**config.mk**
```make
export PLATFORM = sky130hd
export DESIGN_NAME = uart_baud_timer
export DESIGN_NICKNAME = d
export VERILOG_FILES = /design/src/design/uart_pkg.sv /design/src/design/uart_baud_timer.sv
export SDC_FILE = /design/constraint.sdc
export NUM_CORES = 1
export LEC_CHECK = 0
export ABC_CLOCK_PERIOD_IN_PS = 950
export BUFFER_PORTS_ARGS = -buffer_cell sky130_fd_sc_hd__buf_2
export CORE_AREA = 2 2 39 41
export DETAILED_ROUTE_END_ITERATION = 10
export DIE_AREA = 0 0 41 43
export PLACE_DENSITY = 0.3
export SETUP_SLACK_MARGIN = 0.3
export SLEW_MARGIN = 20
export SYNTH_ARGS = -nofsm -noshare
export SYNTH_HDL_FRONTEND = slang
export SYNTH_SLANG_ARGS = --single-unit
```
**constraint.sdc**
```tcl
create_clock -name ck -period 0.95 [get_ports ck]
set_input_delay 0.095 -clock ck [delete_from_list [all_inputs] [get_ports ck]]
set_output_delay 0.095 -clock ck [all_outputs]
set_load 0.05 [all_outputs]
```
**src/design/uart_pkg.sv**
```systemverilog
`default_nettype none

package uart_pkg;

    typedef logic [7:0] byte_t;

    // Clock cycles per serial bit
    localparam int BAUD_DIVIDE = 8;

    typedef logic [3:0] baud_count_t;

    typedef enum logic [1:0] {
        UART_IDLE,
        UART_START,
        UART_DATA,
        UART_STOP
    } uart_state_e;

endpackage

`default_nettype wire

```
**src/design/uart_baud_timer.sv**
```systemverilog
`default_nettype none

module uart_baud_timer import uart_pkg::*; (
    input  wire   ck,
    input  wire   RESET_LOOP,
    input  logic  i_run,
    output logic  o_tick
);

    localparam baud_count_t LAST = baud_count_t'(BAUD_DIVIDE - 1);

    baud_count_t count;

    // Held at zero while idle so each frame starts a fresh period
    always_ff @(posedge ck) begin
        if (RESET_LOOP || !i_run) begin
            count <= '0;
        end else if (count == LAST) begin
            count <= '0;
        end else begin
            count <= count + 1'b1;
        end
    end

    // Last cycle of each bit period
    assign o_tick = i_run && (count == LAST);

endmodule

`default_nettype wire

```
* Word-level counts from Yosys, hierarchy flattened
Cells that the tools add are included.
** Storage, ports and cells
- Flip-flop bits (word level) :: 4
- Logic and storage cells :: 7
- Output and inout port bits :: 1
- Input bits :: 3
** Cells by class
- Reduce and logical (&&, ||, !) cells :: 4
- Add/sub/neg operators :: 1
- Eq/ne operators :: 1
** Operators by type and width (count)
- $add A4 B1 Y4 const B :: 1
- $eq A4 B3 Y1 const B :: 1
- $reduce_or A2 Y1 :: 1
- $logic_and A1 B1 Y1 :: 1
- $logic_not A1 Y1 :: 1
- $logic_or A1 B1 Y1 :: 1

* Longest topological paths before layout
- Depth in word-level cells :: 3
- Depth in mapped cells :: 4
- Depth with buffers taken out :: 4

* Worst setup path before layout
No wires, ideal clock.
- Path kind :: register -> output
- Start :: reg count[0]
- End :: out o_tick
- Buffers on the path :: 0
- Arrival :: 1.754 ns
- Path slack :: -0.899 ns
- Required time :: 0.855 ns
- Cell stages (with the launch flop) :: 4
- Path through :: dfxtp_1 -> ha_1 -> nand2_1 -> nor3b_1
** On the way
- Longest elaborated chain between the ends :: 2
** Ends and longest elaborated chain
- from (decl) :: RTL line uart_baud_timer.sv:12 : baud_count_t count;
- from (signal assigned) :: RTL line uart_baud_timer.sv:21 : count <= count + 1'b1;
- $eq A4 B3 Y1 :: RTL line uart_baud_timer.sv:26 : assign o_tick = i_run && (count == LAST);
- $logic_and A1 B1 Y1 :: RTL line uart_baud_timer.sv:26
- to (decl) :: RTL line uart_baud_timer.sv:7 : output logic o_tick
No other way between the ends.

* Final worst setup path
Same ends and word-level chain as after synthesis.

==> flow_metrics.py <==
metrics = {
    "placement": {
        "port_buffers": 3,
        "globalplace.congestion": 0.667,
        "place_area_um2": 264,
        "placed_cells": 40,
        "dpl.hpwl_um": 247,
        "dp_slack_ns": -0.110,
    },
    "clock_network": {
        "cts_buffer_depth": 2,
        "cts_sinks": 4,
        "cts_tree": "yes",
        "root_buffer": "clkbuf_4",
        "h-tree-depth": 1,
        "numCtsBuffers": 3,
        "clk_pin_slew_ns": 0.04,
        "ctsHoldBuffers": 0,
        "clk_latency_ns": 0.23,
    },
    "global_routing": {
        "grt_pass1_vias": 165,
        "grt_max_degree": 4,
        "grt-ovfl-total": 0,
        "track_usage": 0.0643,
        "grt_first_pass_wirelength_um": 607,
        "antenna_found_initial": 0,
    },
    "logic_synthesis": {
        "yosys.area_share.xor_xnor": 0.106,
        "synth_nets": 21,
        "synth_compound_area_frac": 0.0530,
        "muxShareOfSynthArea": 0,
        "synthSimpleGateAreaFrac": 0.258,
        "ys_ff_latch": 4,
        "synth.avg_cell_area_um2": 9.72,
        "ys_warn_count": 0,
        "synth.distinct_cells": 12,
        "syn-cell-area_um2": 165,
        "synth-adder-area-share": 0.0758,
        "netlist_instances": 17,
        "yosysSeqAreaShare": 0.485,
        "synth_top_family_by_area": "simple AND/OR/NAND/NOR gates",
    },
    "floorplanning": {
        "die-area_um2": 1760,
        "dieHeight_um": 43,
        "start_util": 0.119,
        "fp-row-count": 14,
        "die_x_um": 41,
        "core_um2": 1380,
        "num_io_pins": 4,
    },
    "critical_path": {
        "ff2ff_setup_slack_ns": -0.24,
        "critPathRequiredTime_ns": 0.85,
        "max_stage_delay_ns": 0.34,
        "cp_slowest_cell": "dfxtp_2",
        "cp_num_buf_inv": 1,
        "path_delay_family": "flip-flops",
        "crit_path_end_kind": "primary output",
        "start_kind": "register",
        "path_cells": "ha_4 > nand2_4 > nor3b_4 > buf_6",
        "crit_path_start": "count[0]",
        "cp.arrival_ns": 1.12,
        "critPathKind": "register to primary output",
        "worstPathMaxFanout": 2,
        "r2r_start": "count[0]",
    },
    "drt": {
        "viasPerCell": 3.38,
        "firstDrtPassIters": 2,
        "route.antenna.remaining_nets": 0,
        "wl_per_cell_um": 7.74,
        "drcViolationCount": 0,
        "drt_first_iter_violations": 3,
        "wirelength_um": 364,
        "vias": 159,
    },
    "pwr": {
        "p_leak_nw": 0.162,
        "p_per_area_nw_per_um2": 1210,
        "finalPower_uw": 418,
        "peakVddDrop_mv": 0.379,
    },
    "finish": {
        "syn2layout_area_growth_pct": 109,
        "post-route-util": 0.250,
        "final_common_cell": "buf_6",
        "diodes": 0,
        "final_cells": 47,
        "finalInstanceArea_um2": 345,
        "largestRegisters": "count x4",
        "num-fill-cells": 153,
        "drive_gt1_frac": 0.677,
        "fin_nets": 37,
        "largest_reg_flops": 4,
        "final_cell_mix": "5 x buf_6, 4 x buf_4, 3 x clkbuf_4",
        "regMostFlops": "count",
    },
    "timing": {
        "fin_crit_sh": 1.28,
        "fin_crit_ns": 1.22,
        "rsz0062_at_grt": "true",
        "finalMaxSlewViolations": 0,
        "max_freq_ghz": 0.820,
        "setup_violations": 5,
        "clock_skew_ns": 0.00247,
        "tns_ns": -1.18,
        "hold_violations": 0,
        "setup_ws_ns": -0.269,
        "hold_slack_ns": 0.154,
        "timing.slew.headroom": 0.832,
        "tightest_slew_ns": 0.252,
    },
    "run_status": {
        "violations": "setup timing",
        "status": "finished, violations left",
    },
    "flow_run": {
        "drv_cap": 0,
    },
    "hold_path": {
        "hp-class": "primary input to register",
        "worstHoldStart": "RESET_LOOP",
    },
}
-- layer usage --
layer	global-route usage	up-vias	share of wire
met5	0	-	0
met4	0.120	0	0.033
met3	0.0471	2	0.082
met2	0.0688	4	0.45
met1	0.0482	70	0.43
li1	-	83	-
-- synthesized netlist by cell type (all sizes together) --
cell type / count / area [um^2]
nor2: 3 / 13.8
nand3: 1 / 5.00
nor2b: 1 / 6.26
ha: 1 / 12.5
xor2: 2 / 17.5
and2: 1 / 6.26
o21ai: 1 / 8.76
dfxtp: 4 / 80.1
nand2: 1 / 3.75
inv: 1 / 3.75
nor3b: 1 / 7.51
-- timing repair --
action | CTS | global route
setup buffers | 3 | 1
endpoints found under the setup margin | 5 | 5
pin swaps | 3 | 3
resized for setup | 6 | 1
-- kinds of logic after synthesis --
kind of cell               count (synthesis)
DFF                                        4
buffers and inverters                      1
xor gates and xnor gates                   2
AOI/OAI and AO/OA                          1
and+or+nand+nor                            8
adders and majority gates                  1
-- report_power, final --
part,switching (mW),total (mW),internal [mW]
clock network,0.0718,0.213,0.141
registers,0.00392,0.178,0.174
logic,0.0105,0.0270,0.0165
total,0.0862,0.418,0.332
-- worst paths after layout --
| kind | endpoint | depth (start not counted) |
|---|---|---|
| min | count[3] | 4 |
| min reg2reg | count[0] | 2 |
| max | o_tick | 4 |
| max reg2reg | count[0] | 7 |
-- area by class of cell --
type                    instances  area, um^2  area share
flip-flops and latches          4        82.6       0.239
multi-input cells              12         120       0.348
inverters                       1        3.75      0.0109
well taps                      16        20.0      0.0580
repair buffers                 11        96.3       0.279
clock buffers                   3        22.5      0.0652
-- worst register-to-register path: stages (launching register included) --
cell	delay, ns
dfxtp_2	0.34
ha_4	0.15
nand2_4	0.05
buf_4	0.13
buf_6	0.10
buf_6	0.10
o21ai_4	0.14
nor2_1	0.05
Note: power is estimated with default switching activity, not from simulation.
