$ cat config.mk
export PLATFORM = sky130hd
export DESIGN_NAME = dbus_decode
export DESIGN_NICKNAME = d
export VERILOG_FILES = /design/src/design/soc_bus_pkg.sv /design/src/design/dbus_decode.sv
export SDC_FILE = /design/constraint.sdc
export NUM_CORES = 1
export LEC_CHECK = 0
export ABC_AREA = 1
export BUFFER_PORTS_ARGS = -buffer_cell sky130_fd_sc_hd__buf_4
export CAP_MARGIN = 20
export CORE_AREA = 2 2 56 58
export DETAILED_ROUTE_END_ITERATION = 10
export DIE_AREA = 0 0 58 60
export PLACE_DENSITY = 0.73
export SYNTH_ARGS = -nofsm -noshare
export SYNTH_HDL_FRONTEND = slang
export SYNTH_SLANG_ARGS = --single-unit
$ cat constraint.sdc
create_clock -name ck -period 0.8 [get_ports ck]
set_input_delay 0 -clock ck [delete_from_list [all_inputs] [get_ports ck]]
set_output_delay 0 -clock ck [all_outputs]
set_load 0.03 [all_outputs]
$ cat src/design/soc_bus_pkg.sv
`default_nettype none

package soc_bus_pkg;

    // Data bus widths
    localparam int ADDR_W = 32;
    localparam int DATA_W = 32;
    localparam int SEL_W  = DATA_W / 8;

    typedef logic [ADDR_W-1:0] addr_t;
    typedef logic [DATA_W-1:0] data_t;
    typedef logic [SEL_W-1:0]  sel_t;

    // Device field, address bits 31 to 24
    typedef logic [7:0] dev_code_t;

    localparam dev_code_t RAM_DEV  = 8'h00;
    localparam dev_code_t GPIO_DEV = 8'h40;
    localparam dev_code_t UART_DEV = 8'h50;

    // Data RAM, one entry per bus word
    localparam int RAM_WORDS = 256;

    // Word index, address bits 9 to 2
    typedef logic [7:0] ram_index_t;

endpackage

`default_nettype wire

$ cat src/design/dbus_decode.sv
`default_nettype none

module dbus_decode import soc_bus_pkg::*; (
    input  wire        ck,
    input  wire        RESET_LOOP,
    input  logic       i_dbus_cyc,
    input  dev_code_t  i_dev,
    input  logic       i_ram_ack,
    input  logic       i_gpio_ack,
    input  logic       i_uart_ack,
    input  data_t      i_ram_rdt,
    input  data_t      i_gpio_rdt,
    input  data_t      i_uart_rdt,
    output logic       o_ram_cyc,
    output logic       o_gpio_cyc,
    output logic       o_uart_cyc,
    output logic       o_ack,
    output data_t      o_rdt
);

    logic hit_ram;
    logic hit_gpio;
    logic hit_uart;
    logic unmapped;
    logic unmapped_ack;

    assign hit_ram  = (i_dev == RAM_DEV);
    assign hit_gpio = (i_dev == GPIO_DEV);
    assign hit_uart = (i_dev == UART_DEV);

    // One strobe per device
    assign o_ram_cyc  = i_dbus_cyc && hit_ram;
    assign o_gpio_cyc = i_dbus_cyc && hit_gpio;
    assign o_uart_cyc = i_dbus_cyc && hit_uart;

    assign unmapped = i_dbus_cyc && !(hit_ram || hit_gpio || hit_uart);

    // Nothing answers here, so ack once with zero data
    always_ff @(posedge ck) begin
        if (RESET_LOOP) begin
            unmapped_ack <= 1'b0;
        end else begin
            unmapped_ack <= unmapped && !unmapped_ack;
        end
    end

    // Idle slaves return zero, so a plain OR combines them
    assign o_ack = i_ram_ack | i_gpio_ack | i_uart_ack | unmapped_ack;
    assign o_rdt = i_ram_rdt | i_gpio_rdt | i_uart_rdt;

endmodule

`default_nettype wire

* Word-level counts from Yosys, hierarchy flattened *
Cells that the tools add are included.

storage, ports and cells
  output and inout port bits = 36
  memory bits (read-only) = 0
  word-level logic and storage cells = 18
  memories kept = 0
  input bits = 110
  flip-flop bits (word level) = 1
  bits in latches = 0
  RAM bits = 0

cells by class
  multipliers = 0
  reductions and logical operators = 10
  bitwise operators = 5
  multiplexer cells = 0
  order comparisons = 0
  div/mod/pow operators = 0
  add/subtract/negate cells = 0
  eq/ne operators = 2
  shift-type cells = 0

operator list
  operator                                              count
  bitwise OR 32 bit                                     2
  equality test 8 x 7 -> 1 bit (second input constant)  2
  logical NOT 8 bit                                     1
  logical AND 1 bit                                     5
  bitwise OR 1 bit                                      3
  logical NOT 1 bit                                     2
  logical OR 1 bit                                      2

* Logic depth before layout (Yosys ltp) *
  word-level depth = 6
  gate-level depth with buffers = 6
  depth with buffers taken out = 6

* Worst setup path after synthesis *
No wires, ideal clock.

  path kind = in2out
  from = input i_dev[0]
  to = output o_ram_cyc
  arrival = 0.689 ns
  setup slack = 0.111 ns
  required time = 0.800 ns
  stages = 5
  path buffers = 0
  cells stage by stage = inv_1 > nand2_1 > nor2_2 > nand2_1 > nor2_1

between the ends
  cells in the longest elaborated chain, start to end = 2

RTL lines
  what               RTL line           source
  start, declared    dbus_decode.sv:7   input dev_code_t i_dev,
  logical NOT 8 bit  dbus_decode.sv:27  assign hit_ram = (i_dev == RAM_DEV);
  logical AND 1 bit  dbus_decode.sv:32  assign o_ram_cyc = i_dbus_cyc && hit_ram;
  end, declared      dbus_decode.sv:14  output logic o_ram_cyc,

Every way passes these cells.

* Worst setup path in the final report *
  from = register unmapped_ack
  to = register unmapped_ack

between the ends
  cells in the longest elaborated chain, start to end = 2

RTL lines
  what                    RTL line           source
  start, declared         dbus_decode.sv:25  logic unmapped_ack;
  start signal, assigned  dbus_decode.sv:43  unmapped_ack <= unmapped && !unmapped_ack;
  logical NOT 1 bit       dbus_decode.sv:43
  logical AND 1 bit       dbus_decode.sv:43

Every way passes these cells.
A chain may end at the register's enable or synchronous reset.

==> metrics <==
status finished clean; Syn Inst Count 65; max_slew headroom 0.897; Initial Utilization 0.119; Setup crit end kind register; Power Dens Cells 510 nW/um^2; sequential area share after synthesis 0.0582; Slew Viols, Final 0; number of synthesized register bits 1; non-filler instance count after layout 243; final hold violations 0; Clock Power Share 0; vias per inst 4.04; Starting DRT DRC Count 16; detailed placement HPWL 2130 microns; Cell variety after synth 7; RSZ-0062 raised after global routing no; Clock Pin Slew Worst Setup and Hold Paths 0 ns; design area 1480 sq um; leakage power 0.823 nW; Critical Path Source unmapped_ack; final setup violation count 0; crit path max fanout 2; Vias 981; hold_buf cts 0; post-CTS setup buffer count 0; Syn Nets 175; critical path class reg2reg; global-route wire length before repair 3110 microns; Finished Core Util 0.509; worst path arrival time 0.64 ns; Worst R2R Start unmapped_ack; vias in the first global route 831; NetSw 249 uW; area occupied by multi-input gates 293 sq um; Tot GR Track Use 0.106; routability congestion estimate 0.772; PortBufs 145; Reg power frac 0.074; Total Routed Length 2200 microns; post-route ant nets 0; First-pass DRT Iterations 4; max_cap viols 0; Area after DPL 1470 sq um; most frequent cells in the layout 145 x buf_4, 32 x or3_1, 12 x nand2_1, 9 x inv_1, 8 x nor2_1; max FFs per register 1; fin crit share 0.884; Hold Startpoint RESET_LOOP; Area Growth Syn to Fin 329%; n_diodes 0; minimum clock period 0.707 ns; commonest non-fill, non-tap cell in the layout buf_4; Peak VDD IR 0.285 mV; Die Y 60 microns; Reg area 20.0 sq um; grt total ovfl 0; DRC 0; Worst Tran Pin Value 0.154 ns; total negative slack 0 ns; Int Pwr 504 uW; CP required 0.73 ns; total number of yosys warnings 0; Fin Clk Skew 0 ns; HP Class in2reg; crit path launch type register; Cell Area, Synth 344 sq um; initial antenna violation count 0; fmax 1410 MHz; combinational power share 0.926; total core area 2900 sq um; # fillers 305; Reg with most FFs unmapped_ack; largest net degree at the start of global routing 5; sw frac 0.331; per-cell routed wire length 9.05 microns; die area 3480 sq um; nets 322; placed cells 243; clk_lat worst skew 0 ns; post-CTS sizing 0; share of layout cells above drive strength 1 0.700; I/O Pins 146; Rows 20; worst hold slack 0.259 ns; Die Width 58 microns; Mapped Avg Cell Area 5.29 sq um; Top Registers unmapped_ack: 1 flops
-- layer usage --
layer	vias up	GRT usage	part of all wire
met4	0	0.00664	0.0055
met5	-	0	0
met2	74	0.227	0.56
met3	2	0.0195	0.15
met1	396	0.107	0.29
li1	509	-	-
-- kinds of logic (layout without fill, tap and decap cells) --
group                  count (synthesis)  in the layout  synth area share
and+or+nand+nor                       55             55             0.844
buffers and inverters                  9            154            0.0982
DFF                                    1              1            0.0582
-- area by class of cell --
cell class / count / area share
sequential: 1 / 0.0136
tap: 33 / 0.0280
inverter: 9 / 0.0229
multi-input combinational: 55 / 0.198
timing repair buffer: 145 / 0.737
-- power groups by stage --
stage          Combinational, mW  Clock (mW)  Sequential (mW)
6_report                   0.697           0           0.0556
5_1_grt                    0.748           0           0.0560
4_1_cts                    0.703           0           0.0554
3_5_place_dp               0.702           0           0.0555
3_3_place_gp               0.694           0           0.0551
2_1_floorplan              0.214           0           0.0550
-- per-stage QoR --
step / setup slack [ns] / power (mW)
finish: 0.0931 / 0.752
floorplan: 0.111 / 0.269
CTS: 0.0990 / 0.759
global route: 0.00288 / 0.804
global placement: 0.113 / 0.749
detailed placement: 0.104 / 0.758
-- path summary, 6_finish.rpt --
path,end,slack (ns),depth (start not counted)
max,unmapped_ack,0.09,3
min,unmapped_ack,0.26,4
max reg2reg,unmapped_ack,0.09,3
min reg2reg,unmapped_ack,0.52,3
-- worst max-delay path: stages, from the launching register on --
cell and delay [ns]:
dfxtp_1 0.29, nor3_1 0.18, nand2_1 0.07, nor2_1 0.10
-- cells in the mapped netlist --
cell | instances | area share
or3_1 | 32 | 0.58
nor3_1 | 1 | 0.015
nor2_1 | 9 | 0.098
dfxtp_1 | 1 | 0.058
nand2_1 | 12 | 0.13
inv_1 | 9 | 0.098
nor2_2 | 1 | 0.018
Note: power is estimated with default switching activity, not from simulation.
