`src/design/soc_bus_pkg.sv`:
```
`default_nettype none

package soc_bus_pkg;

    // Data bus widths
    localparam int ADDR_W = 32;
    localparam int DATA_W = 32;
    localparam int SEL_W  = DATA_W / 8;

    typedef logic [ADDR_W-1:0] addr_t;
    typedef logic [DATA_W-1:0] data_t;
    typedef logic [SEL_W-1:0]  sel_t;

    // Device field, address bits 31 to 24
    typedef logic [7:0] dev_code_t;

    localparam dev_code_t RAM_DEV  = 8'h00;
    localparam dev_code_t GPIO_DEV = 8'h40;
    localparam dev_code_t UART_DEV = 8'h50;

    // Data RAM, one entry per bus word
    localparam int RAM_WORDS = 256;

    // Word index, address bits 9 to 2
    typedef logic [7:0] ram_index_t;

endpackage

`default_nettype wire

```
`src/design/uart_pkg.sv`:
```
`default_nettype none

package uart_pkg;

    typedef logic [7:0] byte_t;

    // Clock cycles per serial bit
    localparam int BAUD_DIVIDE = 8;

    typedef logic [3:0] baud_count_t;

    typedef enum logic [1:0] {
        UART_IDLE,
        UART_START,
        UART_DATA,
        UART_STOP
    } uart_state_e;

endpackage

`default_nettype wire

```
`src/design/gpio_port.sv`:
```
`default_nettype none

module gpio_port
    import soc_bus_pkg::*;
    import uart_pkg::*;
(
    input  wire    ck,
    input  wire    RESET_LOOP,
    input  logic   i_cyc,
    input  logic   i_we,
    input  sel_t   i_sel,
    input  data_t  i_wdata,
    output logic   o_ack,
    output data_t  o_rdata,
    output byte_t  o_gpio
);

    logic accept;

    assign accept = i_cyc && !o_ack;

    always_ff @(posedge ck) begin
        if (RESET_LOOP) begin
            o_ack   <= 1'b0;
            o_gpio  <= '0;
            o_rdata <= '0;
        end else begin
            o_ack <= accept;

            // Only byte lane 0 reaches the pins
            if (accept && i_we && i_sel[0]) begin
                o_gpio <= i_wdata[7:0];
            end

            // Readback is zero-extended
            if (accept && !i_we) begin
                o_rdata <= data_t'(o_gpio);
            end else begin
                o_rdata <= '0;
            end
        end
    end

endmodule

`default_nettype wire

```
`config.mk`:
```
export PLATFORM = sky130hd
export DESIGN_NAME = gpio_port
export DESIGN_NICKNAME = d
export VERILOG_FILES = /design/src/design/soc_bus_pkg.sv /design/src/design/uart_pkg.sv /design/src/design/gpio_port.sv
export SDC_FILE = /design/constraint.sdc
export NUM_CORES = 1
export LEC_CHECK = 0
export BUFFER_PORTS_ARGS = -buffer_cell sky130_fd_sc_hd__buf_2
export CORE_AREA = 2 2 52 54
export DETAILED_ROUTE_END_ITERATION = 12
export DIE_AREA = 0 0 54 56
export MAX_ROUTING_LAYER = met4
export PLACE_DENSITY = 0.75
export REMOVE_ABC_BUFFERS = 1
export SLEW_MARGIN = 10
export SYNTH_ARGS = -nofsm -noshare
export SYNTH_HDL_FRONTEND = slang
export SYNTH_SLANG_ARGS = --single-unit
```
`constraint.sdc`:
```
create_clock -name ck -period 1.1 [get_ports ck]
set_input_delay 0.055 -clock ck [delete_from_list [all_inputs] [get_ports ck]]
set_output_delay 0.055 -clock ck [all_outputs]
set_load 0.01 [all_outputs]
```
Yosys cells after proc, flatten, opt, wreduce, memory -nomap -nowiden:

Cells that the tools add are included.

* RAM bits: 0
* output and inout port bits: 41
* ROM bits: 0
* latch bits: 0
* register bits after elaboration: 41
* input port bits: 40
* memories: 0
* word-level logic and storage cells: 12

* add/subtract/negate cells: 0
* div/mod/pow operators: 0
* multipliers: 0
* bitwise gates (word level): 1
* multiplexer cells: 0
* magnitude comparators: 0
* reductions and logical operators: 7
* shift-type cells: 0
* equality and inequality tests: 0

Operators with widths (count)
* $logic_and A1 B1 Y1: 4
* $logic_not A1 Y1: 2
* $reduce_or A2 Y1: 1
* $not A1 Y1: 1

Longest topological paths before layout:

* depth after elaboration: 5
* mapped depth: 3
* gate-level depth less buffers: 2

Least setup slack after synthesis:

OpenSTA, ideal clock, no wires.

* kind: reg-to-reg
* start: reg o_ack
* end: reg o_gpio[0]
* library setup time: 0.119 ns
* slack: 0.089 ns
* data required time: 0.981 ns
* data arrival time: 0.892 ns
* period minus slack after synthesis: 1.011 ns
* stages on the path, launching flop included: 4
* buffers on the path: 1
* path through: dfxtp_1 and4b_1 buf_6 mux2i_1

* word-level cells in the longest chain between the ends: 4

RTL lines
* start: declaration: RTL line gpio_port.sv:13 `output logic o_ack,`
* start signal: assignment: RTL line gpio_port.sv:28 `o_ack <= accept;`
* $logic_not A1 Y1: RTL line gpio_port.sv:20 `assign accept = i_cyc && !o_ack;`
* $logic_and A1 B1 Y1: RTL line gpio_port.sv:20
* $logic_and A1 B1 Y1 (2 in series): RTL line gpio_port.sv:31 `if (accept && i_we && i_sel[0]) begin`
* end signal: assignment: RTL line gpio_port.sv:32 `o_gpio <= i_wdata[7:0];`
* end: declaration: RTL line gpio_port.sv:15 `output byte_t o_gpio`

No other way between the ends.
A chain may end at the register's enable or synchronous reset.

Worst setup path after layout:

* start: reg o_ack
* end: reg o_gpio[7]

The elaborated chain is that of the path after synthesis.

==> flow_metrics.env <==
export IMPL_status="finished clean"
export IMPL_hold_violations=0
export IMPL_synth_main_ff_cell="dfxtp_1"
export IMPL_dieArea_sq_um=3020
export IMPL_crit_path_end_kind="register"
export IMPL_power_switching_uw=263
export IMPL_cts_hold_buf=0
export IMPL_synthTopCellsByArea="dfxtp_1 42%, buf_4 22%, nand2b_1 12%, mux2i_1 9.9%, and2_1 6.2%"
export IMPL_die_h_microns=56
export IMPL_yosys_top_cells_count="24 x buf_4, 17 x dfxtp_1, 16 x nand2b_1"
export IMPL_grt_max_degree=19
export IMPL_met2_length_microns=539
export IMPL_place_inst=137
export IMPL_wirelength_microns=1310
export IMPL_synth_edf_count=0
export IMPL_wl_met1_microns=588
export IMPL_nets=153
export IMPL_core_area_sq_um=2430
export IMPL_fillCellCount=250
export IMPL_cts_max_level=1
export IMPL_yosys_cell_count_top_type="buf_4"
export IMPL_met3_length_microns=186
export IMPL_ys_seq_area_share_pct=42.0
export IMPL_peakVddDrop_mv=0.543
export IMPL_drcViolationCount=0
export IMPL_cts_root_buf="clkbuf_4"
export IMPL_startpoint_type="register"
export IMPL_final_period_utilization_pct=94.1
export IMPL_endpoint="o_gpio[7]"
export IMPL_critPathMaxFanout=4
export IMPL_grt_pass1_wl_microns=1770
export IMPL_drtIter0Drc=0
export IMPL_grt_pass1_vias=426
export IMPL_rows=18
export IMPL_clock_path_buffers=2
export IMPL_syn2layout_area_growth_pct=15.3
export IMPL_diodes=0
export IMPL_rr_endpoint="o_gpio[7]"
export IMPL_fin_skew_ns=0.00135
export IMPL_wire_per_inst_microns=9.25
export IMPL_syn_inst=79
export IMPL_io_buffers=29
export IMPL_ant_nets=0
export IMPL_period_needed_ns=1.03
export IMPL_fmax_ghz=0.966
export IMPL_rr_startpoint="o_ack"
export IMPL_overflow=0
export IMPL_switching_share_pct=24.2
export IMPL_cts_buffers=3
export IMPL_rr_worst_depth=3
export IMPL_synth_avg_cell_area_sq_um=10.3
export IMPL_cts_tree="yes"
export IMPL_synthArstFlopShare_pct=0
export IMPL_rrSetupSlack_ns=0.07
export IMPL_cellLeakagePower_uw=0.000476
export IMPL_synth_warnings=0
export IMPL_rsz0062_at_grt="no"
export IMPL_setup_violations=0
export IMPL_die_w_microns=54
export IMPL_setup_tns_ns=0
export IMPL_vias=520
export IMPL_crit_required_ns=1.31
export IMPL_drive_gt1_share_pct=33.0
export IMPL_grt_usage_pct=7.94
export IMPL_initial_core_util_pct=33.3
export IMPL_critPathArrivalTime_ns=1.24
export IMPL_clockPowerShare_pct=29.0
export IMPL_io_pins=81
export IMPL_critPathKind="register to register"
export IMPL_antenna_found_initial=0
export IMPL_hpwlAfterDp_microns=1030
export IMPL_setup_worst_path_start="o_ack"
export IMPL_cts_clk_slew_worst_paths_ns=0.09
export IMPL_drt_first_pass_iters=1
export IMPL_gp_congestion=0.616
export IMPL_ys_seq_elements=17
export IMPL_synth_top_cell_by_area="dfxtp_1"
export IMPL_post_route_util_pct=38.4
export IMPL_hold_class="input pin to register"
export IMPL_pwr_share_comb_pct=12.4
export IMPL_clk_insertion_delay_late_ns=0.27
export IMPL_cts_sinks=17
export IMPL_p_int_uw=823
export IMPL_finalPower_uw=1090
export IMPL_p_per_area_nw_per_um2=1160
export IMPL_finalNonFillerCells=142
export IMPL_highest_layer="met3"
export IMPL_viasPerCell=3.66
export IMPL_synth_top_area_share_pct=42.0
export IMPL_maxSlewViolCount=0
export IMPL_syn_area_sq_um=811
export IMPL_synth_cell_type_count=11
export IMPL_maxCapViolCount=0
export IMPL_pwr_share_seq_pct=58.6
==> worst min-delay path by stage <==
stage               startpoint   endpoint  slack [ns]  depth (start not counted)
finish              i_wdata[2]  o_gpio[2]        0.03                          3
global route             i_cyc      o_ack        0.03                          2
CTS                 i_wdata[2]  o_gpio[2]        0.03                          3
detailed placement  i_wdata[4]  o_gpio[4]        0.33                          3
global placement    i_wdata[1]  o_gpio[1]        0.32                          3
floorplan           RESET_LOOP      o_ack        0.13                          1
==> critical path: stages, from the launching register on <==
cell and delay (ns):
dfxtp_2 0.35, and4b_1 0.27, buf_4 0.15, mux2i_1 0.19
==> registers in the layout (all words and copies together) (netlist names) <==
register,count
o_ack,1
o_gpio,8
o_rdata,8
==> cells by family after synthesis <==
family	count (synthesis)	share of synthesized area [%]
simple gates	27	23.6
other cells	1	0.463
buf+inv	26	24.1
flops	17	42.0
mux	8	9.88
==> layout make-up <==
| class | count | area, sq um | share of cell area [%] |
|---|---|---|---|
| flip-flops and latches | 17 | 342 | 36.5 |
| clock buffers | 4 | 26.3 | 2.81 |
| multi-input cells | 59 | 362 | 38.7 |
| well taps | 30 | 37.5 | 4.02 |
| repair buffers | 32 | 168 | 17.9 |
==> power groups by stage <==
| stage | combinational, uW | clock, uW | sequential [uW] |
|---|---|---|---|
| 2_1_floorplan | 73.4 | 0 | 657 |
| 4_1_cts | 133 | 332 | 637 |
| 5_1_grt | 147 | 361 | 639 |
| 3_3_place_gp | 130 | 0 | 651 |
| 3_5_place_dp | 132 | 0 | 651 |
| 6_report | 135 | 315 | 637 |
==> layer usage <==
layer  vias to the layer above  GRT usage (%)
met5                         -              -
met4                         0           2.14
met3                         0           1.61
met2                        40           13.1
met1                       215           9.62
li1                        265              -
==> placed cells by master, fill, tap and decap left out <==
cell type	netlist	routed
and2_1	8	8
and4b_1	1	1
buf_2	0	29
buf_4	24	3
clkbuf_1	1	1
clkbuf_4	0	3
conb_1	1	24
dfxtp_1	17	16
dfxtp_2	0	1
mux2i_1	8	8
nand2b_1	16	16
nor3b_1	1	1
nor4b_4	1	1
==> per-stage QoR <==
step | instance area, sq um | hold WS, ns | setup slack [ns]
floorplan | 702 | 0.131 | -0.0392
global placement | 900 | 0.322 | 0.0556
detailed placement | 900 | 0.329 | 0.0377
CTS | 926 | 0.0252 | 0.00339
global route | 935 | 0.0327 | 0.00504
finish | 935 | 0.0328 | 0.0653
==> timing repair <==
item                       in CTS  in global routing
buffers inserted                0                  1
setup endpoints to repair       0                 14
resized for setup               0                  1
(Power assumes the default switching activity.)
