**src/design/soc_bus_pkg.sv**
```systemverilog
`default_nettype none

package soc_bus_pkg;

    // Data bus widths
    localparam int ADDR_W = 32;
    localparam int DATA_W = 32;
    localparam int SEL_W  = DATA_W / 8;

    typedef logic [ADDR_W-1:0] addr_t;
    typedef logic [DATA_W-1:0] data_t;
    typedef logic [SEL_W-1:0]  sel_t;

    // Device field, address bits 31 to 24
    typedef logic [7:0] dev_code_t;

    localparam dev_code_t RAM_DEV  = 8'h00;
    localparam dev_code_t GPIO_DEV = 8'h40;
    localparam dev_code_t UART_DEV = 8'h50;

    // Data RAM, one entry per bus word
    localparam int RAM_WORDS = 256;

    // Word index, address bits 9 to 2
    typedef logic [7:0] ram_index_t;

endpackage

`default_nettype wire

```
**src/design/uart_pkg.sv**
```systemverilog
`default_nettype none

package uart_pkg;

    typedef logic [7:0] byte_t;

    // Clock cycles per serial bit
    localparam int BAUD_DIVIDE = 8;

    typedef logic [3:0] baud_count_t;

    typedef enum logic [1:0] {
        UART_IDLE,
        UART_START,
        UART_DATA,
        UART_STOP
    } uart_state_e;

endpackage

`default_nettype wire

```
**src/design/uart_tx.sv**
```systemverilog
`default_nettype none

module uart_tx
    import soc_bus_pkg::*;
    import uart_pkg::*;
(
    input  wire    ck,
    input  wire    RESET_LOOP,
    input  logic   i_cyc,
    input  logic   i_we,
    input  data_t  i_wdata,
    input  logic   i_baud_tick,
    output logic   o_ack,
    output data_t  o_rdata,
    output logic   o_baud_run,
    output logic   o_tx
);

    uart_state_e state;
    byte_t       shift;
    logic [2:0]  bit_cnt;

    logic busy;
    logic accept_rd;
    logic accept_wr;

    assign busy = (state != UART_IDLE);

    // Status reads always go through
    assign accept_rd = i_cyc && !i_we && !o_ack;

    // A write waits here, unacked, until the frame in flight is done
    assign accept_wr = i_cyc && i_we && !o_ack && !busy;

    assign o_baud_run = busy;

    // Bus side
    always_ff @(posedge ck) begin
        if (RESET_LOOP) begin
            o_ack   <= 1'b0;
            o_rdata <= '0;
        end else begin
            o_ack <= accept_rd || accept_wr;
            if (accept_rd) begin
                // Bit 0 is busy
                o_rdata <= data_t'(busy);
            end else begin
                o_rdata <= '0;
            end
        end
    end

    // Frame sequencer
    always_ff @(posedge ck) begin
        if (RESET_LOOP) begin
            state   <= UART_IDLE;
            bit_cnt <= '0;
        end else begin
            case (state)
                UART_IDLE: begin
                    if (accept_wr) begin
                        state   <= UART_START;
                        bit_cnt <= '0;
                    end
                end
                UART_START: begin
                    if (i_baud_tick) begin
                        state <= UART_DATA;
                    end
                end
                UART_DATA: begin
                    if (i_baud_tick) begin
                        bit_cnt <= bit_cnt + 1'b1;
                        if (bit_cnt == 3'd7) begin
                            state <= UART_STOP;
                        end
                    end
                end
                UART_STOP: begin
                    if (i_baud_tick) begin
                        state <= UART_IDLE;
                    end
                end
                default: state <= UART_IDLE;
            endcase
        end
    end

    // Byte shifts out LSB first
    always_ff @(posedge ck) begin
        if (accept_wr) begin
            shift <= i_wdata[7:0];
        end else if (state == UART_DATA && i_baud_tick) begin
            shift <= shift >> 1;
        end
    end

    // Line is registered, one cycle behind the state
    always_ff @(posedge ck) begin
        if (RESET_LOOP) begin
            o_tx <= 1'b1;
        end else begin
            case (state)
                UART_START: o_tx <= 1'b0;
                UART_DATA:  o_tx <= shift[0];
                default:    o_tx <= 1'b1;
            endcase
        end
    end

endmodule

`default_nettype wire

```
**config.mk**
```make
export PLATFORM = sky130hd
export DESIGN_NAME = uart_tx
export DESIGN_NICKNAME = d
export VERILOG_FILES = /design/src/design/soc_bus_pkg.sv /design/src/design/uart_pkg.sv /design/src/design/uart_tx.sv
export SDC_FILE = /design/constraint.sdc
export NUM_CORES = 1
export LEC_CHECK = 0
export ABC_AREA = 1
export BUFFER_PORTS_ARGS = -buffer_cell sky130_fd_sc_hd__buf_2
export CORE_MARGIN = 4
export CORE_UTILIZATION = 44
export CTS_CLUSTER_DIAMETER = 150
export DETAILED_ROUTE_END_ITERATION = 12
export PLACE_DENSITY_LB_ADDON = 0.25
export RECOVER_POWER = 25
export SYNTH_ARGS = -nofsm -noshare
export SYNTH_HDL_FRONTEND = slang
export SYNTH_SLANG_ARGS = --single-unit
```
**constraint.sdc**
```tcl
create_clock -name ck -period 5 [get_ports ck]
set_clock_uncertainty 0.15 [all_clocks]
set_input_delay 1.5 -clock ck [delete_from_list [all_inputs] [get_ports ck]]
set_output_delay 1.5 -clock ck [all_outputs]
set_load 0.005 [all_outputs]
```
* After elaboration in Yosys (flattened, before gate mapping)
Cells that the tools add are included.
** Storage, ports and cells
- Register bits :: 47
- Input port bits :: 37
- Logic and storage cells :: 47
** Cells by class
- $add $sub $neg :: 1
- Equality and inequality tests :: 9
- Mux-type cells :: 12
- Bitwise operators :: 1
- Reduce and logical (&&, ||, !) cells :: 17
** Operators with widths (count)
- 2-to-1 mux 8 bit :: 2
- 2-to-1 mux 2 bit :: 5
- != test 2 bit, second input constant :: 5
- case mux 2 bit (4 select lines) :: 1
- logical AND 1 bit :: 6
- 2-to-1 mux 3 bit :: 2
- case mux 3 bit (2 select lines) :: 1
- nonzero test 2 bit :: 3
- AND reduction 5 bit :: 1
- == test 2 bit, second input constant :: 2
- adder 3 x 1 -> 3 bit, second input constant :: 1
- == test 3 bit, second input constant :: 1
- logical NOT 1 bit :: 3
- AND reduction 3 bit :: 1
- == test 2 x 1 -> 1 bit, second input constant :: 1
- logical NOT 2 bit :: 1
- case mux 1 bit (2 select lines) :: 1
- OR reduction 2 bit :: 1
- logical OR 1 bit :: 1
- inverter 1 bit :: 1

* Depth between registers and ports, before layout
Gate-level depths: netlist of run 1.
- Depth in word-level cells :: 5
- Mapped depth :: 8

* Worst setup path before layout of run 1
Ideal clock, no wire load.
- Path kind :: input -> register
- Start point :: input i_we
- End point :: register shift[0] (enable)
- Setup time :: 329 ps
- Data arrival time :: 1992 ps
- Setup slack :: 2530 ps
- Stages :: 3
- Buffers on the path :: 1
- Path through :: nand4_4 -> buf_6 -> nand2_1
** Between the ends
- Cells in the longest elaborated chain, start to end :: 4
** Ends and longest elaborated chain
- start: declaration :: RTL line uart_tx.sv:10 : input logic i_we,
- logical AND 1 bit (3 in series) :: RTL line uart_tx.sv:33 : assign accept_wr = i_cyc && i_we && !o_ack && !busy;
- nonzero test 2 bit (no source line)
- end signal: assignment :: RTL line uart_tx.sv:92 : shift <= i_wdata[7:0];
- end signal: assignment :: RTL line uart_tx.sv:94 : shift <= shift >> 1;
- end: declaration :: RTL line uart_tx.sv:20 : byte_t shift;
No other way between the ends.
A chain may end at the register's enable or synchronous reset.

* Final worst setup path of run 1
- Start point :: register state[0]
- End point :: output o_baud_run
** Between the ends
- Cells in the longest elaborated chain, start to end :: 1
** Ends and longest elaborated chain
- start: declaration :: RTL line uart_tx.sv:19 : uart_state_e state;
- start signal: assignment :: RTL line uart_tx.sv:56 : state <= UART_IDLE;
- start signal: assignment :: RTL line uart_tx.sv:62 : state <= UART_START;
- start signal: assignment :: RTL line uart_tx.sv:68 : state <= UART_DATA;
- nonzero test 2 bit :: RTL line uart_tx.sv:27 : assign busy = (state != UART_IDLE);
- end: declaration :: RTL line uart_tx.sv:15 : output logic o_baud_run,
No other way between the ends.

==> metrics.txt, run 1 <==
CTS H-tree lvls 1; static leakage 0.564 nW; share of power burned in registers 41.0%; number of diodes 0; outcome finished, final reports clean; Clock power frac 15.2%; Critical Path AT ~1.3 ns; register area roughly 400 um^2; Vias/cell 4.14; Cell variety after synth 20; largest family of logic cells by synthesized area buffers and inverters; combinational share of power 43.7%; clk buf depth 2; mux share of post-synthesis cell area 0%; detailed placement HPWL 1350 um; initial core utilization 47.2%; CORE AREA about 2300 um^2; Synth Area per Inst 8.60 um^2; initial drt markers 3; TritonCTS Buffers 3; post-synthesis cell count 125; final net count 187; DRC viols 0; MaxCap Viol Count 0; layout cells sized above 1 approximately a fifth; TritonRoute pass-1 iters 4; CTS Sinks 16; crit path time final roughly 2.9 ns; maximum VDD drop 0.258 mV; post-CTS setup buffers 0; pin count of the biggest net entering global routing 17; final wirelength ~1700 um; Setup crit end kind output port; Reg-to-Reg End shift[7]; R2R cell count 4; worst flop-to-flop path startpoint state[0]; reg-to-reg setup timing slack 3.13 ns; Final setup viols 0; Hold Fails Final Rpt 0; I/O pins 72; vias in the first global route 643; post_cts resized 0; Yosys reg bits 16; placed instance count 167; Port-buffer cells 16; filler instances between 200 and 250; Switching Fraction 40.6%; Slew Viols, Final 0; P_int 0.287 mW; yosys warns 0; placer congestion estimate 0.740; post-synthesis compound-gate area fraction roughly 10%; Die ar. 3300 um^2; clock root cell clkbuf_4; Fmax 342 MHz; # hold bufs at CTS 0; global-route wire length before repair 2700 um; Total Neg Setup Slack 0 ns; wire length per cell 9.84 um; Synth Area in Simple Gates 16.9%; via count 708; Tightest Hold Check Type reg2reg; Cell Pwr Density approximately 450 nW/um^2; startpoint types register; Total GRT Usage 10.4%; Worst-path clk slew 0.10 ns; Area Overhead vs Synth 0.349%; initial antenna violation count 0; Die Y 57.4 um; Setup crit end o_baud_run; Post-Synth Adder-Cell Area 6.98%; final non-filler cell total 171; CTS tree done; clk_lat worst skew slightly below 0.3 ns; Tcrit/Tclk final between 50% and 60%; Critical Path RT 3.35 ns; number of placement rows 17; Synth Area in XOR/XNOR 0%; post-detailed-route count of antenna-violating nets 0; CP Launch Point state[0]; post-synthesis sequential area ratio 37.3%; kind of critical path reg2out; area of the multi-input gates about 480 um^2; crit-path max FO 5; RSZ-0062 raised after global routing no; post-synthesis cell area between 1000 and 1500 um^2; die width 57.4 um; Net Sw Power 0.195 mW; total grt overflow 0
==> worst max-delay path, cell delays in order, from the launching register on <==
cell	delay, ns
dfxtp_1	0.40
inv_1	0.08
ha_1	0.28
inv_1	0.10
buf_2	0.11
==> registers in the layout (all words and copies together), names as in the netlist <==
signal / cells
bit_cnt: 3
o_ack: 1
o_rdata: 1
o_tx: 1
shift: 8
state: 2
==> routing by layer <==
metal	wire length [um]	GRT usage [%]
met2	896	18.7
met4	0	1.99
met5	0	0
met1	626	10.8
met3	160	5.20
==> final cells by class <==
type                    instances  share of cell area (%)
repair buffers                 16                    7.08
multi-input cells              91                    44.5
clock buffers                   3                    2.09
flip-flops and latches         16                    37.1
inverters                      16                    5.57
well taps                      28                    3.25
clock inverters                 1                   0.348
==> cell usage in the layout (no fill, tap or decap), drive strengths merged <==
cell	n
conb	31
nand2	18
inv	16
buf	13
nor2	12
dfxtp	8
edfxtp	8
o21ai	8
a21oi	8
nand3	6
ha	6
clkbuf	6
nand4	1
nor3	1
clkinv	1
==> cell usage after synthesis <==
master    number  area (um^2)
conb_1         1         3.75
buf_4         31          233
inv_1         15         56.3
nor2_1        10         37.5
nor2_2         1         6.26
nand3_1        6         30.0
ha_1           6         75.1
dfxtp_1        8          160
a21oi_1        7         35.0
nor3_1         1         5.00
a21oi_2        1         8.76
o21ai_2        7         61.3
nor2_4         1         11.3
nand4_4        1         21.3
inv_2          1         3.75
edfxtp_1       8          240
nand2_1       17         63.8
nand2_2        1         6.26
o21ai_0        1         5.00
buf_6          1         11.3
==> power by group through the flow <==
stage	clock, mW	sequential (mW)	combinational [mW]
after detailed placement	0	0.201	0.215
after global routing	0.0825	0.201	0.243
after floorplan	0	0.197	0.189
final	0.0734	0.198	0.211
after global placement	0	0.200	0.207
after CTS	0.0767	0.198	0.216
==> through the flow <==
stage                     power [mW]  setup slack [ns]  cell area (um^2)  hold WS, ns  util [%]
final                          0.482              2.08              1080        0.342      47.4
after global routing           0.527              1.98              1080        0.375      47.4
after CTS                      0.491              2.06              1080        0.347      47.7
after detailed placement       0.416              2.21              1060        0.319      46.5
after global placement         0.406              2.22              1060        0.311      46.5
after floorplan                0.386              2.53              1190        0.279         -
==> how the worst min path moves through the flow <==
stage | cells past startpoint | slack (ns) | to | start
CTS | 2 | 0.35 | o_tx | shift[0]
floorplan | 2 | 0.28 | o_tx | shift[0]
detailed placement | 2 | 0.32 | o_tx | shift[0]
global route | 2 | 0.38 | o_tx | shift[0]
finish | 2 | 0.34 | o_tx | shift[0]
global placement | 2 | 0.31 | o_tx | shift[0]
==> cells by family (layout without fill, tap and decap cells) <==
family                   count (synthesis)  in the layout
other                                    1             31
buffers and inverters                   48             36
flip-flops                              16             16
AO/OA/AOI/OAI                           16             16
AND/OR/NAND/NOR                         38             38
adder cells (fa/ha/maj)                  6              6
Power figures use the tool's default switching activity.
==> inputs of run 2 (changes only) <==
--- a/config.mk
+++ b/config.mk
@@ -5,10 +5,10 @@
 export SDC_FILE = /design/constraint.sdc
 export NUM_CORES = 1
 export LEC_CHECK = 0
-export ABC_AREA = 1
+export ABC_AREA = 0
 export BUFFER_PORTS_ARGS = -buffer_cell sky130_fd_sc_hd__buf_2
 export CORE_MARGIN = 4
-export CORE_UTILIZATION = 44
+export CORE_UTILIZATION = 42
 export CTS_CLUSTER_DIAMETER = 150
 export DETAILED_ROUTE_END_ITERATION = 12
 export PLACE_DENSITY_LB_ADDON = 0.25
==> constraint.sdc (replaced) <==
create_clock -name ck -period 2.95 [get_ports ck]
set_clock_uncertainty 0.15 [all_clocks]
set_input_delay 0.885 -clock ck [delete_from_list [all_inputs] [get_ports ck]]
set_output_delay 0.885 -clock ck [all_outputs]
set_load 0.005 [all_outputs]
==> metrics.txt, run 2 <==
global-route wire length before repair about 2400 um; crit-path max FO 7; Yosys reg bits 16; total grt overflow 0; CORE AREA 2500 um^2; WHS Endpoint o_tx; Post-synth top cells 31 x buf_4, 8 x dfxtp_1, 8 x edfxtp_1; HP Start shift[0]; layout cells sized above 1 27.0%; Worst-path clk slew 0.10 ns; commonest non-fill, non-tap cell in the layout conb_1; Final setup viols 0; post-synthesis cell count 99; Switching Fraction 33.5%; RSZ-0062 raised after global routing no; Setup crit end kind output port; clk buf depth 2; post-synthesis sequential area ratio roughly 36%; share of power burned in registers a little over two fifths; Area Overhead vs Synth -0.674%; post-CTS setup buffers 0; Async SR Flop Fraction 0%; worst flop-to-flop path startpoint state[0]; P_int 0.471 mW; Tcrit/Tclk final 85.1%; initial core utilization 44.5%; number of placement rows 18; DRC viols 0; Critical Path AT 1.47 ns; final wirelength around 1600 um; via count 608; # hold bufs at CTS 0; outcome finished, final reports clean; pin count of the biggest net entering global routing 12; Synth Area per Inst 11.2 um^2; wire length per cell 11.3 um; leading registers by flop count shift x8, bit_cnt x3, state x2; startpoint types register; Vias/cell roughly 4.2; yosys warns 0; initial antenna violation count 0; post-detailed-route count of antenna-violating nets 0; Die ar. 3540 um^2; die width approximately 59 um; clk_lat worst skew 0.29 ns; ys flop type edfxtp_1; Die Y a little under 60 um; final net count about 160; commonest non-fill, non-tap cells in the layout 31 x conb_1, 15 x buf_2, 8 x dfxtp_1, 8 x edfxtp_1, 7 x mux2_4; R2R cell count 4; Area contributors post-synth edfxtp_1 22%, buf_4 21%, dfxtp_1 14%; placer congestion estimate 0.690; Biggest register shift; Total Neg Setup Slack 0 ns; clock root cell clkbuf_4; Net Sw Power 0.238 mW; most common cell in the netlist buf_4; CTS tree done; max reg flops 8; maximum VDD drop 0.356 mV; static leakage 0.529 nW; Hold Fails Final Rpt 0; reg-to-reg setup timing slack about 1.2 ns; TritonRoute pass-1 iters 4; initial drt markers 5; Port-buffer cells 16; Cell Pwr Density 641 nW/um^2; MaxCap Viol Count 0; post_cts resized 0; TritonCTS Buffers 3; Critical Path RT around 1.9 ns; placed instance count 141; Final Total Pwr 0.709 mW; I/O pins between 70 and 80; post-synthesis cell area 1110 um^2; Reg-to-Reg End shift[1]; Fmax 399 MHz; Clock power frac between 10% and 20%; Tightest Hold Check Type reg2reg; CTS H-tree lvls 1; crit path time final 2.51 ns; Slew Viols, Final 0; vias in the first global route 554; hold_ws 0.331 ns; post-synth top area share 21.6%; combinational share of power about 40%; Cell variety after synth 31; Synth area leader edfxtp_1; detailed placement HPWL 1270 um; Total GRT Usage 9.10%; kind of critical path reg2out; Post-synth EDFFs 8; final non-filler cell total 145; hold path depth 1; number of diodes 0; CTS Sinks 16
-- run 2: cell count changes after synthesis, sizes merged, moves of 7 or more --
cell and delta:
o21ai -7, inv -13, nor2 -10, nand2 -15
mux2 +7
-- run 2: logic make-up (layout without fill, tap and decap cells) --
family / count (synthesis) / in the layout / share of synthesized area [%]
adder cells (fa/ha/maj): 6 / 6 / 6.74
multiplexers: 10 / 10 / 12.1
flip-flops: 16 / 16 / 36.0
AO/OA/AOI/OAI: 9 / 9 / 7.42
AND/OR/NAND/NOR: 20 / 20 / 12.8
other: 1 / 31 / 0.337
buffers and inverters: 37 / 23 / 24.6
-- run 2: cell type report --
class | count | area (um^2)
Multi-Input combinational cell | 76 | 552
Sequential cell | 16 | 400
Clock buffer | 3 | 22.5
Timing Repair Buffer | 16 | 78.8
Inverter | 3 | 11.3
Clock inverter | 1 | 3.75
Tap cell | 30 | 37.5
Fill cell | 253 | 1390
-- run 2: metal layers --
metal / global-route usage, % / vias up / share of wire [%]
met4: 2.85 / 0 / 0.61
met1: 10.3 / 282 / 40
met5: 0 / - / 0
li1: - / 305 / -
met2: 14.8 / 19 / 52
met3: 4.79 / 2 / 7.2
-- run 2: how the worst max path moves through the flow --
stage	start	end	slack [ns]	depth (start not counted)
6_report	state[0]	o_baud_run	0.44	4
5_1_grt	state[0]	o_baud_run	0.30	4
2_1_floorplan	i_cyc	shift[0]	1.05	3
4_1_cts	state[0]	o_baud_run	0.47	4
3_5_place_dp	i_we	shift[1]	0.81	4
3_3_place_gp	i_we	shift[2]	0.82	4
-- run 2: metrics by stage --
step	setup WS, ns	cell area [um^2]	util, %
2_1_floorplan	1.05	1230	-
3_5_place_dp	0.806	1080	43.2
6_report	0.441	1110	44.2
3_3_place_gp	0.816	1080	43.2
5_1_grt	0.303	1110	44.2
4_1_cts	0.467	1110	44.3
-- run 2: power by group through the flow --
stage,sequential [mW],combinational [mW],clock [mW]
6_report,0.307,0.282,0.120
5_1_grt,0.312,0.314,0.137
4_1_cts,0.308,0.288,0.128
3_5_place_dp,0.311,0.287,0
3_3_place_gp,0.311,0.282,0
2_1_floorplan,0.308,0.285,0
-- run 2: worst max-delay path: stages, from the launching register on --
cell and delay, ns:
dfxtp_1 0.35, inv_1 0.09, ha_1 0.42, inv_1 0.16
buf_2 0.16
==> inputs of run 3 (changes only) <==
--- a/config.mk
+++ b/config.mk
@@ -7,7 +7,6 @@
 export LEC_CHECK = 0
 export ABC_AREA = 0
 export BUFFER_PORTS_ARGS = -buffer_cell sky130_fd_sc_hd__buf_2
-export CORE_MARGIN = 4
 export CORE_UTILIZATION = 42
 export CTS_CLUSTER_DIAMETER = 150
 export DETAILED_ROUTE_END_ITERATION = 12
==> metrics.txt, run 3 (synthesis results as in run 2) <==
outcome finished, final reports clean; final setup slack of the worst path between 0.4 and 0.5 ns; layout cells sized above 1 a little over a quarter; Final Total Pwr 0.705 mW; Area Overhead vs Synth -0.786%; R2R cell count 4; Fmax between 400 and 500 MHz; Final setup viols 0; via count ~610; Slew Viols, Final 0; initial antenna violation count 0; CTS tree done; combinational share of power 39.7%; placer congestion estimate 0.673; Cell Pwr Density 638 nW/um^2; number of placement rows 18; Worst-path clk slew 0.10 ns; post_cts resized 0; clk buf depth 2; Hold Fails Final Rpt 0; detailed placement HPWL roughly 1200 um; Tcrit/Tclk final 84.7%; DRC viols 0; # hold bufs at CTS 0; kind of critical path reg2out; share of power burned in registers 43.6%; Vias/cell 4.23; commonest non-fill, non-tap cells in the layout 31 x conb_1, 14 x buf_2, 8 x dfxtp_1, 8 x edfxtp_1, 7 x mux2_4; crit-path max FO 7; max reg flops 8; final non-filler cell total 145; placed instance count 141; pin count of the biggest net entering global routing 12; TritonCTS Buffers 3; maximum VDD drop approximately 0.28 mV; initial drt markers 3; static leakage 0.525 nW; post-detailed-route count of antenna-violating nets 0; crit path time final between 2 and 2.5 ns; final instance area 1100 um^2; Critical Path RT 1.92 ns; number of diodes 0; CTS Sinks 16; Switching Fraction 33.2%; Die ar. ~2900 um^2; Clock power frac 16.7%; hold path depth 1; RSZ-0062 raised after global routing no; placed cell area between 1000 and 1500 um^2; filler instances between 200 and 250; clock root cell clkbuf_4; wire length per cell 10.4 um; final net count around 160; I/O pins 72; total grt overflow 0; Post-Place Worst Slack between 0.8 and 0.9 ns; final wirelength 1510 um; post-CTS setup buffers 0; initial core utilization 44.5%; Total GRT Usage 12.2%; CTS H-tree lvls 1; Die Y between 50 and 60 um; Biggest register shift; Critical Path AT 1.46 ns; startpoint types register; Tightest Hold Check Type reg2reg; global-route wire length before repair 2430 um; Net Sw Power 0.234 mW; clk_lat worst skew 0.28 ns; Setup crit end kind output port; leading registers by flop count shift x8, bit_cnt x3, state x2; Port-buffer cells 16; vias in the first global route 555; MaxCap Viol Count 0; CORE AREA 2500 um^2; TritonRoute pass-1 iters 3; Total Neg Setup Slack 0 ns; P_int roughly 0.47 mW; commonest non-fill, non-tap cell in the layout conb_1; die width roughly 53 um
==> run 3: area by class of cell <==
| cell class | instances | area [um^2] | area share, % |
|---|---|---|---|
| Clock buffer | 3 | 22.5 | 2.04 |
| Clock inverter | 1 | 3.75 | 0.340 |
| Inverter | 3 | 11.3 | 1.02 |
| Multi-Input combinational cell | 76 | 552 | 49.9 |
| Sequential cell | 16 | 400 | 36.2 |
| Tap cell | 30 | 37.5 | 3.40 |
| Timing Repair Buffer | 16 | 77.6 | 7.02 |
==> run 3: path summary, 6_finish.rpt <==
kind,slack (ns),startpoint,end
setup / recovery,0.45,state[0],o_baud_run
hold / removal,0.33,shift[0],o_tx
setup reg to reg,1.19,state[0],shift[6]
hold reg to reg,0.33,shift[0],o_tx
==> run 3: critical path, cell delays in order (launching register included) <==
cell,delay (ns)
dfxtp_1,0.35
inv_1,0.09
ha_1,0.41
inv_1,0.17
buf_2,0.16
==> run 3: routing by layer <==
metal | track usage, % | up-vias | wire, um
met4 | 2.63 | 0 | 0
met5 | 0 | - | 0
met1 | 13.5 | 289 | 630
met3 | 5.75 | 0 | 95
met2 | 21.0 | 17 | 784
li1 | - | 308 | -
==> run 3: stage by stage <==
stage / utilization [%] / hold WS (ns)
after floorplan: - / 0.283
after global placement: 43.2 / 0.315
after detailed placement: 43.2 / 0.303
after CTS: 44.3 / 0.338
after global routing: 44.2 / 0.362
final: 44.2 / 0.334
==> run 3: power groups by stage <==
stage               Clock [mW]  Sequential, mW  Combinational [mW]
global placement             0           0.311               0.281
floorplan                    0           0.308               0.285
global route             0.133           0.314               0.310
finish                   0.117           0.307               0.280
CTS                      0.125           0.308               0.287
detailed placement           0           0.312               0.286
